**config.mk**
```make
export PLATFORM = sky130hd
export DESIGN_NAME = i2c_wb_top
export DESIGN_NICKNAME = d
export VERILOG_FILES = /design/src/hw/i2c_wb_pkg.sv /design/src/hw/i2c_wb_if.sv /design/src/hw/i2c_wb_regs.sv /design/src/hw/i2c_byte_ctrl.sv /design/src/hw/i2c_bit_ctrl.sv /design/src/hw/i2c_wb_top.sv
export VERILOG_INCLUDE_DIRS = /design/src /design/src/hw
export SDC_FILE = /design/constraint.sdc
export NUM_CORES = 1
export LEC_CHECK = 0
export BUFFER_PORTS_ARGS = -buffer_cell sky130_fd_sc_hd__buf_2
export CORE_MARGIN = 4
export CORE_UTILIZATION = 55
export DETAILED_ROUTE_END_ITERATION = 6
export HOLD_SLACK_MARGIN = 0.06
export PLACE_DENSITY = 0.79
export SYNTH_ARGS = -nofsm -noshare
export SYNTH_HDL_FRONTEND = slang
export SYNTH_SLANG_ARGS = --single-unit
```
**constraint.sdc**
```tcl
create_clock -name clk -period 7.43 [get_ports clk]
set_input_delay 0.743 -clock clk [delete_from_list [all_inputs] [get_ports clk]]
set_output_delay 0.743 -clock clk [all_outputs]
set_load 0.05 [all_outputs]
```
**src/hw/i2c_wb_consts.svh**
```systemverilog
`ifndef I2C_WB_CONSTS_SVH
`define I2C_WB_CONSTS_SVH

// register word addresses
`define I2C_ADDR_CONTROL       32'd0
`define I2C_ADDR_STATUS        32'd1
`define I2C_ADDR_CLOCK_RATE    32'd2
`define I2C_ADDR_CLOCK_DIVIDER 32'd3
`define I2C_ADDR_COMMAND       32'd4
`define I2C_ADDR_TRANSMIT      32'd5
`define I2C_ADDR_RECEIVE       32'd6

// core clock, 250 MHz
`define I2C_CLOCK_RATE         32'd250_000_000

// quarter-phase length minus one, four quarters per SCL period
`define I2C_CLK_DIVIDE_100KHZ  16'd624
`define I2C_CLK_DIVIDE_400KHZ  16'd155

`define I2C_CONTROL_RESET      8'h01

`endif

```
**src/hw/i2c_wb_pkg.sv**
```systemverilog
package i2c_wb_pkg;

  // command register, low five bits
  typedef struct packed {
    logic ack;
    logic write;
    logic read;
    logic stop;
    logic start;
  } i2c_cmd_t;

  // control register
  typedef struct packed {
    logic       soft_reset;
    logic [2:0] reserved;
    logic       set_400khz;
    logic       set_100khz;
    logic       ien;
    logic       core_en;
  } i2c_ctrl_t;

  // status register
  typedef struct packed {
    logic       rxack;
    logic       busy;
    logic       al;
    logic [2:0] reserved;
    logic       tip;
    logic       irq_flag;
  } i2c_status_t;

  // single bit-level operations on the bus
  typedef enum logic [2:0] {
    BIT_IDLE  = 3'd0,
    BIT_START = 3'd1,
    BIT_STOP  = 3'd2,
    BIT_WRITE = 3'd3,
    BIT_READ  = 3'd4
  } i2c_bit_cmd_e;

endpackage

```
**src/hw/i2c_wb_if.sv**
```systemverilog
`timescale 1ns/1ps

// register block to byte controller
interface i2c_cmd_if;
  i2c_wb_pkg::i2c_cmd_t cmd;
  logic [7:0]           tx_byte;
  logic [15:0]          divider;
  logic                 core_en;
  logic                 soft_reset;
  logic                 done;
  logic                 rx_ack;
  logic [7:0]           rx_byte;
  logic                 busy;
  logic                 al;

  modport master (output cmd, tx_byte, divider, core_en, soft_reset,
                  input  done, rx_ack, rx_byte, busy, al);
  modport slave  (input  cmd, tx_byte, divider, core_en, soft_reset,
                  output done, rx_ack, rx_byte, busy, al);
endinterface

// byte controller to bit controller
interface i2c_bit_if;
  i2c_wb_pkg::i2c_bit_cmd_e bit_cmd;
  logic                     bit_din;
  logic [15:0]              divider;
  logic                     soft_reset;
  logic                     bit_ack;
  logic                     bit_dout;
  logic                     busy;
  logic                     al;

  modport master (output bit_cmd, bit_din, divider, soft_reset,
                  input  bit_ack, bit_dout, busy, al);
  modport slave  (input  bit_cmd, bit_din, divider, soft_reset,
                  output bit_ack, bit_dout, busy, al);
endinterface

```
**src/hw/i2c_wb_regs.sv**
```systemverilog
`timescale 1ns/1ps
`include "i2c_wb_consts.svh"

module i2c_wb_regs (
  input  logic        clk,
  input  logic        core_reset,
  input  logic        i_wb_cyc,
  input  logic        i_wb_stb,
  input  logic        i_wb_we,
  input  logic [31:0] i_wb_adr,
  input  logic [31:0] i_wb_dat,
  output logic [31:0] o_wb_dat,
  output logic        o_wb_ack,
  output logic        o_int,
  i2c_cmd_if.master   cmd_bus
);

  i2c_wb_pkg::i2c_ctrl_t   ctrl;
  i2c_wb_pkg::i2c_cmd_t    cmd;
  i2c_wb_pkg::i2c_status_t status;
  logic [15:0]             divider;
  logic [7:0]              tx_byte;
  logic                    rxack;
  logic                    tip;
  logic                    irq_flag;
  logic                    al_seen;
  logic                    wb_req;
  logic                    wb_wr;

  // new access, not yet acknowledged
  assign wb_req = i_wb_cyc & i_wb_stb & ~o_wb_ack;
  assign wb_wr  = wb_req & i_wb_we;

  always_ff @(posedge clk) begin
    if (core_reset) begin
      o_wb_ack <= 1'b0;
    end else begin
      o_wb_ack <= wb_req;
    end
  end

  // read data, captured with the strobe
  always_ff @(posedge clk) begin
    if (wb_req && !i_wb_we) begin
      case (i_wb_adr)
        `I2C_ADDR_CONTROL:       o_wb_dat <= {24'h0, ctrl};
        `I2C_ADDR_STATUS:        o_wb_dat <= {24'h0, status};
        `I2C_ADDR_CLOCK_RATE:    o_wb_dat <= `I2C_CLOCK_RATE;
        `I2C_ADDR_CLOCK_DIVIDER: o_wb_dat <= {16'h0, divider};
        `I2C_ADDR_COMMAND:       o_wb_dat <= {27'h0, cmd};
        `I2C_ADDR_TRANSMIT:      o_wb_dat <= {24'h0, tx_byte};
        `I2C_ADDR_RECEIVE:       o_wb_dat <= {24'h0, cmd_bus.rx_byte};
        default:                 o_wb_dat <= 32'h0;
      endcase
    end
  end

  // control and divider, one-shot bits last a single cycle
  always_ff @(posedge clk) begin
    if (core_reset) begin
      ctrl    <= `I2C_CONTROL_RESET;
      divider <= `I2C_CLK_DIVIDE_100KHZ;
    end else begin
      if (ctrl.set_100khz) begin
        divider <= `I2C_CLK_DIVIDE_100KHZ;
      end
      if (ctrl.set_400khz) begin
        divider <= `I2C_CLK_DIVIDE_400KHZ;
      end
      ctrl.set_100khz <= 1'b0;
      ctrl.set_400khz <= 1'b0;
      ctrl.soft_reset <= 1'b0;
      if (wb_wr && i_wb_adr == `I2C_ADDR_CONTROL) begin
        ctrl <= i_wb_dat[7:0];
      end
      if (wb_wr && i_wb_adr == `I2C_ADDR_CLOCK_DIVIDER) begin
        divider <= i_wb_dat[15:0];
      end
    end
  end

  // command bits stay up until the byte controller finishes or loses the bus
  always_ff @(posedge clk) begin
    if (core_reset) begin
      cmd <= '0;
    end else begin
      if (cmd_bus.done || cmd_bus.al || ctrl.soft_reset) begin
        cmd.start <= 1'b0;
        cmd.stop  <= 1'b0;
        cmd.read  <= 1'b0;
        cmd.write <= 1'b0;
      end
      if (wb_wr && i_wb_adr == `I2C_ADDR_COMMAND) begin
        cmd <= i_wb_dat[4:0];
      end
    end
  end

  always_ff @(posedge clk) begin
    if (wb_wr && i_wb_adr == `I2C_ADDR_TRANSMIT) begin
      tx_byte <= i_wb_dat[7:0];
    end
  end

  // status flags and interrupt
  always_ff @(posedge clk) begin
    if (core_reset) begin
      rxack    <= 1'b0;
      tip      <= 1'b0;
      irq_flag <= 1'b0;
      al_seen  <= 1'b0;
      o_int    <= 1'b0;
    end else begin
      rxack    <= cmd_bus.rx_ack;
      tip      <= cmd.read | cmd.write;
      // lost arbitration sticks until the next start
      al_seen  <= cmd_bus.al | (al_seen & ~cmd.start);
      irq_flag <= cmd_bus.done | cmd_bus.al | (irq_flag & ~wb_req);
      o_int    <= irq_flag & ctrl.ien;
    end
  end

  always_comb begin
    status          = '0;
    status.rxack    = rxack;
    status.busy     = cmd_bus.busy;
    status.al       = al_seen;
    status.tip      = tip;
    status.irq_flag = irq_flag;
  end

  assign cmd_bus.cmd        = cmd;
  assign cmd_bus.tx_byte    = tx_byte;
  assign cmd_bus.divider    = divider;
  assign cmd_bus.core_en    = ctrl.core_en;
  assign cmd_bus.soft_reset = ctrl.soft_reset;

endmodule

```
**src/hw/i2c_byte_ctrl.sv**
```systemverilog
`timescale 1ns/1ps

module i2c_byte_ctrl (
  input  logic      clk,
  input  logic      core_reset,
  i2c_cmd_if.slave  cmd_bus,
  i2c_bit_if.master bit_bus
);

  typedef enum logic [2:0] {
    ST_IDLE,
    ST_START,
    ST_DATA,
    ST_ACK,
    ST_STOP
  } state_e;

  state_e                   state;
  i2c_wb_pkg::i2c_bit_cmd_e bit_cmd;
  i2c_wb_pkg::i2c_bit_cmd_e data_cmd;
  logic [7:0]               shreg;
  logic [2:0]               bit_cnt;
  logic                     bit_din;
  logic                     done;
  logic                     rx_ack;
  logic                     rst;
  logic                     go;

  assign rst = core_reset | cmd_bus.soft_reset;

  // done blocks a restart while the register block clears the command
  assign go = cmd_bus.core_en & ~done &
              (cmd_bus.cmd.start | cmd_bus.cmd.stop | cmd_bus.cmd.read | cmd_bus.cmd.write);

  assign data_cmd = cmd_bus.cmd.write ? i2c_wb_pkg::BIT_WRITE : i2c_wb_pkg::BIT_READ;

  always_ff @(posedge clk) begin
    if (rst) begin
      state   <= ST_IDLE;
      bit_cmd <= i2c_wb_pkg::BIT_IDLE;
      bit_cnt <= 3'd0;
      done    <= 1'b0;
      rx_ack  <= 1'b0;
    end else begin
      done <= 1'b0;
      if (bit_bus.al) begin
        state   <= ST_IDLE;
        bit_cmd <= i2c_wb_pkg::BIT_IDLE;
      end else begin
        case (state)
          ST_IDLE: begin
            if (go) begin
              bit_cnt <= 3'd0;
              shreg   <= cmd_bus.tx_byte;
              bit_din <= cmd_bus.tx_byte[7];
              if (cmd_bus.cmd.start) begin
                state   <= ST_START;
                bit_cmd <= i2c_wb_pkg::BIT_START;
              end else if (cmd_bus.cmd.read || cmd_bus.cmd.write) begin
                state   <= ST_DATA;
                bit_cmd <= data_cmd;
              end else begin
                state   <= ST_STOP;
                bit_cmd <= i2c_wb_pkg::BIT_STOP;
              end
            end
          end
          ST_START: begin
            if (bit_bus.bit_ack) begin
              if (cmd_bus.cmd.read || cmd_bus.cmd.write) begin
                state   <= ST_DATA;
                bit_cmd <= data_cmd;
              end else if (cmd_bus.cmd.stop) begin
                state   <= ST_STOP;
                bit_cmd <= i2c_wb_pkg::BIT_STOP;
              end else begin
                state   <= ST_IDLE;
                bit_cmd <= i2c_wb_pkg::BIT_IDLE;
                done    <= 1'b1;
              end
            end
          end
          ST_DATA: begin
            // msb first, read data shifts in from the bottom
            if (bit_bus.bit_ack) begin
              shreg   <= {shreg[6:0], bit_bus.bit_dout};
              bit_din <= shreg[6];
              bit_cnt <= bit_cnt + 3'd1;
              if (bit_cnt == 3'd7) begin
                state <= ST_ACK;
                if (cmd_bus.cmd.read) begin
                  bit_cmd <= i2c_wb_pkg::BIT_WRITE;
                  bit_din <= cmd_bus.cmd.ack;
                end else begin
                  bit_cmd <= i2c_wb_pkg::BIT_READ;
                end
              end
            end
          end
          ST_ACK: begin
            if (bit_bus.bit_ack) begin
              if (cmd_bus.cmd.write) begin
                rx_ack <= bit_bus.bit_dout;
              end
              if (cmd_bus.cmd.stop) begin
                state   <= ST_STOP;
                bit_cmd <= i2c_wb_pkg::BIT_STOP;
              end else begin
                state   <= ST_IDLE;
                bit_cmd <= i2c_wb_pkg::BIT_IDLE;
                done    <= 1'b1;
              end
            end
          end
          ST_STOP: begin
            if (bit_bus.bit_ack) begin
              state   <= ST_IDLE;
              bit_cmd <= i2c_wb_pkg::BIT_IDLE;
              done    <= 1'b1;
            end
          end
          default: state <= ST_IDLE;
        endcase
      end
    end
  end

  assign bit_bus.bit_cmd    = bit_cmd;
  assign bit_bus.bit_din    = bit_din;
  assign bit_bus.divider    = cmd_bus.divider;
  assign bit_bus.soft_reset = cmd_bus.soft_reset;

  assign cmd_bus.done    = done;
  assign cmd_bus.rx_ack  = rx_ack;
  assign cmd_bus.rx_byte = shreg;
  assign cmd_bus.busy    = bit_bus.busy;
  assign cmd_bus.al      = bit_bus.al;

endmodule

```
**src/hw/i2c_bit_ctrl.sv**
```systemverilog
`timescale 1ns/1ps

module i2c_bit_ctrl (
  input  logic     clk,
  input  logic     core_reset,
  i2c_bit_if.slave bit_bus,
  input  logic     i_scl,
  input  logic     i_sda,
  output logic     o_scl_oe,
  output logic     o_sda_oe
);

  i2c_wb_pkg::i2c_bit_cmd_e op;
  logic [1:0]               scl_sync;
  logic [2:0]               sda_sync;
  logic [15:0]              cnt;
  logic [1:0]               phase;
  logic                     active;
  logic                     din_q;
  logic                     rst;
  logic                     scl_s;
  logic                     sda_s;
  logic                     sda_d;
  logic                     start_det;
  logic                     stop_det;
  logic                     stall;
  logic                     phase_end;
  logic                     sda_chk;
  logic                     al_cond;
  logic                     scl_lvl;
  logic                     sda_lvl;

  assign rst = core_reset | bit_bus.soft_reset;

  // two-flop synchronizers, idle bus reads high
  always_ff @(posedge clk) begin
    if (rst) begin
      scl_sync <= 2'b11;
      sda_sync <= 3'b111;
    end else begin
      scl_sync <= {scl_sync[0], i_scl};
      sda_sync <= {sda_sync[1:0], i_sda};
    end
  end

  assign scl_s = scl_sync[1];
  assign sda_s = sda_sync[1];
  assign sda_d = sda_sync[2];

  // sda edges while scl is high
  assign start_det = scl_s & sda_d & ~sda_s;
  assign stop_det  = scl_s & ~sda_d & sda_s;

  // scl released but still low, slave is stretching
  assign stall     = ~o_scl_oe & ~scl_s;
  assign phase_end = active & ~stall & (cnt == 16'd0);

  // sda released while scl high must read back high
  assign sda_chk = active & ~o_sda_oe & scl_s & ~sda_s &
                   (((op == i2c_wb_pkg::BIT_WRITE) && (phase == 2'd1 || phase == 2'd2)) ||
                    ((op == i2c_wb_pkg::BIT_START) && (phase == 2'd1)));
  assign al_cond = sda_chk | (active & stop_det & (op != i2c_wb_pkg::BIT_STOP));

  // line levels per quarter, 1 means released
  always_comb begin
    scl_lvl = ~o_scl_oe;
    sda_lvl = ~o_sda_oe;
    case (op)
      i2c_wb_pkg::BIT_START: begin
        // scl kept as is in the first quarter
        sda_lvl = (phase != 2'd2) && (phase != 2'd3);
        if (phase != 2'd0) begin
          scl_lvl = (phase != 2'd3);
        end
      end
      i2c_wb_pkg::BIT_STOP: begin
        scl_lvl = (phase != 2'd0);
        sda_lvl = phase[1];
      end
      i2c_wb_pkg::BIT_WRITE: begin
        scl_lvl = (phase == 2'd1) || (phase == 2'd2);
        sda_lvl = din_q;
      end
      i2c_wb_pkg::BIT_READ: begin
        scl_lvl = (phase == 2'd1) || (phase == 2'd2);
        sda_lvl = 1'b1;
      end
      default: ;
    endcase
  end

  always_ff @(posedge clk) begin
    if (rst) begin
      active           <= 1'b0;
      op               <= i2c_wb_pkg::BIT_IDLE;
      phase            <= 2'd0;
      cnt              <= 16'd0;
      bit_bus.bit_ack  <= 1'b0;
      bit_bus.al       <= 1'b0;
      bit_bus.busy     <= 1'b0;
      o_scl_oe         <= 1'b0;
      o_sda_oe         <= 1'b0;
    end else begin
      bit_bus.bit_ack <= 1'b0;
      bit_bus.al      <= al_cond;
      bit_bus.busy    <= (start_det | bit_bus.busy) & ~stop_det;
      if (al_cond) begin
        // give the bus up
        active   <= 1'b0;
        o_scl_oe <= 1'b0;
        o_sda_oe <= 1'b0;
      end else if (!active) begin
        if (bit_bus.bit_cmd != i2c_wb_pkg::BIT_IDLE && !bit_bus.bit_ack && !bit_bus.al) begin
          active <= 1'b1;
          op     <= bit_bus.bit_cmd;
          din_q  <= bit_bus.bit_din;
          phase  <= 2'd0;
          cnt    <= bit_bus.divider;
        end
      end else begin
        o_scl_oe <= ~scl_lvl;
        o_sda_oe <= ~sda_lvl;
        if (phase_end) begin
          cnt   <= bit_bus.divider;
          phase <= phase + 2'd1;
          if (phase == 2'd3) begin
            active          <= 1'b0;
            bit_bus.bit_ack <= 1'b1;
          end
        end else if (!stall) begin
          cnt <= cnt - 16'd1;
        end
      end
    end
  end

  // sample data at the end of the scl high time
  always_ff @(posedge clk) begin
    if (phase_end && phase == 2'd2) begin
      bit_bus.bit_dout <= sda_s;
    end
  end

endmodule

```
**src/hw/i2c_wb_top.sv**
```systemverilog
`timescale 1ns/1ps

module i2c_wb_top (
  input  logic        clk,
  input  logic        core_reset,
  input  logic        i_wb_cyc,
  input  logic        i_wb_stb,
  input  logic        i_wb_we,
  input  logic [31:0] i_wb_adr,
  input  logic [31:0] i_wb_dat,
  output logic [31:0] o_wb_dat,
  output logic        o_wb_ack,
  output logic        o_int,
  input  logic        i_scl,
  input  logic        i_sda,
  output logic        o_scl_oe,
  output logic        o_sda_oe
);

  i2c_cmd_if cmd_bus ();
  i2c_bit_if bit_bus ();

  i2c_wb_regs u_regs (
    .clk        (clk),
    .core_reset (core_reset),
    .i_wb_cyc   (i_wb_cyc),
    .i_wb_stb   (i_wb_stb),
    .i_wb_we    (i_wb_we),
    .i_wb_adr   (i_wb_adr),
    .i_wb_dat   (i_wb_dat),
    .o_wb_dat   (o_wb_dat),
    .o_wb_ack   (o_wb_ack),
    .o_int      (o_int),
    .cmd_bus    (cmd_bus.master)
  );

  i2c_byte_ctrl u_byte (
    .clk        (clk),
    .core_reset (core_reset),
    .cmd_bus    (cmd_bus.slave),
    .bit_bus    (bit_bus.master)
  );

  i2c_bit_ctrl u_bit (
    .clk        (clk),
    .core_reset (core_reset),
    .bit_bus    (bit_bus.slave),
    .i_scl      (i_scl),
    .i_sda      (i_sda),
    .o_scl_oe   (o_scl_oe),
    .o_sda_oe   (o_sda_oe)
  );

endmodule

```
==> flow_summary.toml <==
[sta]
hold_violations = 0
tightestPinTransition_ps = 1020
relSlewSlack = 0.315
finClkSkew_ps = 8.14
setup_tns_ps = 0
min_period_ps = 2940
setup_viol = 0
drv_slew = 0
rsz0062_at_grt = "false"
fin_crit_sh = 0.396
max_clock_freq_mhz = 340

[cells_and_area]
antenna_cells = 0
area_delta_synth_final_pct = 15.1
nets = 758
nFillCells = 824
fin_util = 0.653
drive_above_1_share = 0.214

[synth]
synth_edf_count = 36
syn_inst = 622
syn_area_per_cell_um2 = 9.45
synthFlopType = "dfxtp_1"
ys_types = 77
synth-seq-cells = 114
synth_area_mm2 = 0.00588
ys_warn_count = 0
synth_seq_area_share = 0.449
ys_async_sr_fraction = 0

[clock_network]
cts_inserted_buffers = 17
cts_tree = "built"
ctsResizeCount = 0
ctsHoldBuffers = 0
root_buffer = "clkbuf_8"
cts_setup_buffers = 0
clk_pin_slew_ps = 60
clk_latency_ps = 520
cts_sinks = 114
cts_max_level = 4
clockBufferDepth = 2

[detailed_routing]
drt-wirelength-per-cell_um = 18.8
via_per_inst = 6.28
drc = 0
drt-total-wl_um = 15600
drtAntennaViolNets = 0
firstDrtPassIters = 5
num_vias = 5209
dr.first_iter.drc_count = 490

[power_and_ir_drop]
p_per_area_mw_per_mm2 = 220
peakVddDrop_mv = 0.208
pwr-share-clk = 0.514
p_int_mw = 1.13
p_comb_frac = 0.052
leakagePower_nw = 2.52
pwr-share-seq = 0.434
p_sw_uw = 359
swShare = 0.241

[critical_path]
critical_path_class = "primary input to flop"
worst_setup_path_end_kind = "flop"
startpoint_type = "primary input"
path_max_fanout = 8
cp.required_ps = 7610
cp_data_arrival_time_ps = 3120
regToRegSetupSlack_ps = 4690

[placement]
io_buffers = 82
dp_hpwl_um = 10700
gp_congestion = 0.914

[min_path]
worstHoldPathType = "flop to flop"

[die]
core_area_mm2 = 0.0104
rows = 37
start_util = 0.567
ioPinCount = 107
die_w_um = 111
die_h_um = 111
dieArea_mm2 = 0.0124

[outcome]
status = "complete, no violations"

[grt]
grt_pass1_vias = 5073
grt_use_total = 0.249
grt_pass1_wl_um = 25100
grt_max_degree = 42
grt-ovfl-total = 0
antenna_found_initial = 0

[run]
drv_cap = 0
registers in the layout, summed over array words and instances (netlist names), 2 cells and up, named ones only:
| signal | count |
|---|---|
| u_regs.cmd_bus.cmd | 5 |
| u_byte.state | 3 |
| u_regs.cmd_bus.divider | 16 |
| u_bit.cnt | 16 |
| u_byte.cmd_bus.rx_byte | 8 |
| u_byte.bit_bus.bit_cmd | 3 |
| u_regs.o_wb_dat | 17 |
| u_bit.op | 3 |
| u_bit.phase | 2 |
| u_regs.cmd_bus.tx_byte | 8 |
| u_byte.bit_cnt | 3 |
| u_regs.ctrl | 6 |
| u_bit.sda_sync | 3 |
| u_bit.scl_sync | 2 |
worst paths after layout:
path,from,end,cells after the start
worst max-delay path,i_wb_adr[5],u_regs.cmd_bus.tx_byte[5]$_DFFE_PP_,5
worst min-delay path,u_bit.sda_sync[0]$_SDFF_PP1_,u_bit.sda_sync[1]$_SDFF_PP1_,1
worst max register to register,u_bit.cnt[0]$_SDFFE_PP0P_,u_bit.cnt[5]$_SDFFE_PP0P_,8
worst min register to register,u_bit.sda_sync[0]$_SDFF_PP1_,u_bit.sda_sync[1]$_SDFF_PP1_,1
kinds of logic after synthesis:
group	synth area share
fa+ha+maj	0.0166
other cells	0.000638
mux	0.0857
simple gates	0.216
buf+inv	0.0636
flops	0.449
compound gates	0.168
cells in the final DEF (no fill, tap or decap), types with 24 or more instances in the layout:
cell,count
mux2i_1,38
nand2_1,52
edfxtp_1,36
nor2_1,63
a21oi_1,43
nor3_1,24
dfxtp_1,78
buf_2,82
layer usage:
layer / GRT usage / up-vias / wire length (µm)
li1: - / 2401 / -
met1: 0.318 / 2464 / 6340
met2: 0.415 / 314 / 7630
met3: 0.0592 / 30 / 1350
met4: 0.0868 / 0 / 293
met5: 0 / - / 0
worst max-delay path, cell delays in order:
cell,delay [ps]
buf_2,100
or4_4,550
or3b_1,530
nor4b_2,710
and2_1,480
cell type report:
type / instances / area, µm² / area share
inverters: 18 / 67.6 / 0.00999
multi-input cells: 444 / 2890 / 0.427
well taps: 136 / 170 / 0.0251
flip-flops and latches: 114 / 2640 / 0.391
clock inverters: 13 / 120 / 0.0178
clock buffers: 19 / 443 / 0.0655
repair buffers: 85 / 433 / 0.0640
metrics by stage:
stage	total power [mW]	instances	worst slack (ps)	cell area (µm²)	hold slack (ps)
finish	1.49	829	4490	6770	404
global route	1.53	829	4380	6770	405
CTS	1.49	829	4520	6770	403
detailed placement	0.736	797	3960	6200	391
global placement	0.734	797	4060	6200	389
floorplan	0.714	629	4450	5910	384
synthesized netlist by cell type, types with 7 or more instances:
| master | count | area share |
|---|---|---|
| ha_1 | 7 | 0.015 |
| nor4_1 | 13 | 0.014 |
| dfxtp_1 | 78 | 0.27 |
| buf_4 | 19 | 0.024 |
| edfxtp_1 | 36 | 0.18 |
| nand2b_1 | 18 | 0.019 |
| o22ai_1 | 8 | 0.0085 |
| or3_1 | 11 | 0.012 |
| o21ai_0 | 18 | 0.015 |
| mux2i_1 | 38 | 0.065 |
| mux2_2 | 11 | 0.021 |
| nand2_1 | 52 | 0.033 |
| nor2_1 | 63 | 0.040 |
| a211oi_1 | 13 | 0.017 |
| inv_1 | 18 | 0.011 |
| nor3_1 | 24 | 0.020 |
| a21oi_1 | 43 | 0.037 |
| nand3_1 | 8 | 0.0068 |
| clkbuf_1 | 27 | 0.017 |
power by group through the flow:
stage               sequential, mW  clock (mW)  combinational [mW]
finish                       0.647       0.767              0.0771
detailed placement           0.661           0              0.0754
global placement             0.660           0              0.0742
global route                 0.648       0.799              0.0817
CTS                          0.647       0.768              0.0763
floorplan                    0.672           0              0.0420
Note: power is estimated with default switching activity, not from simulation.
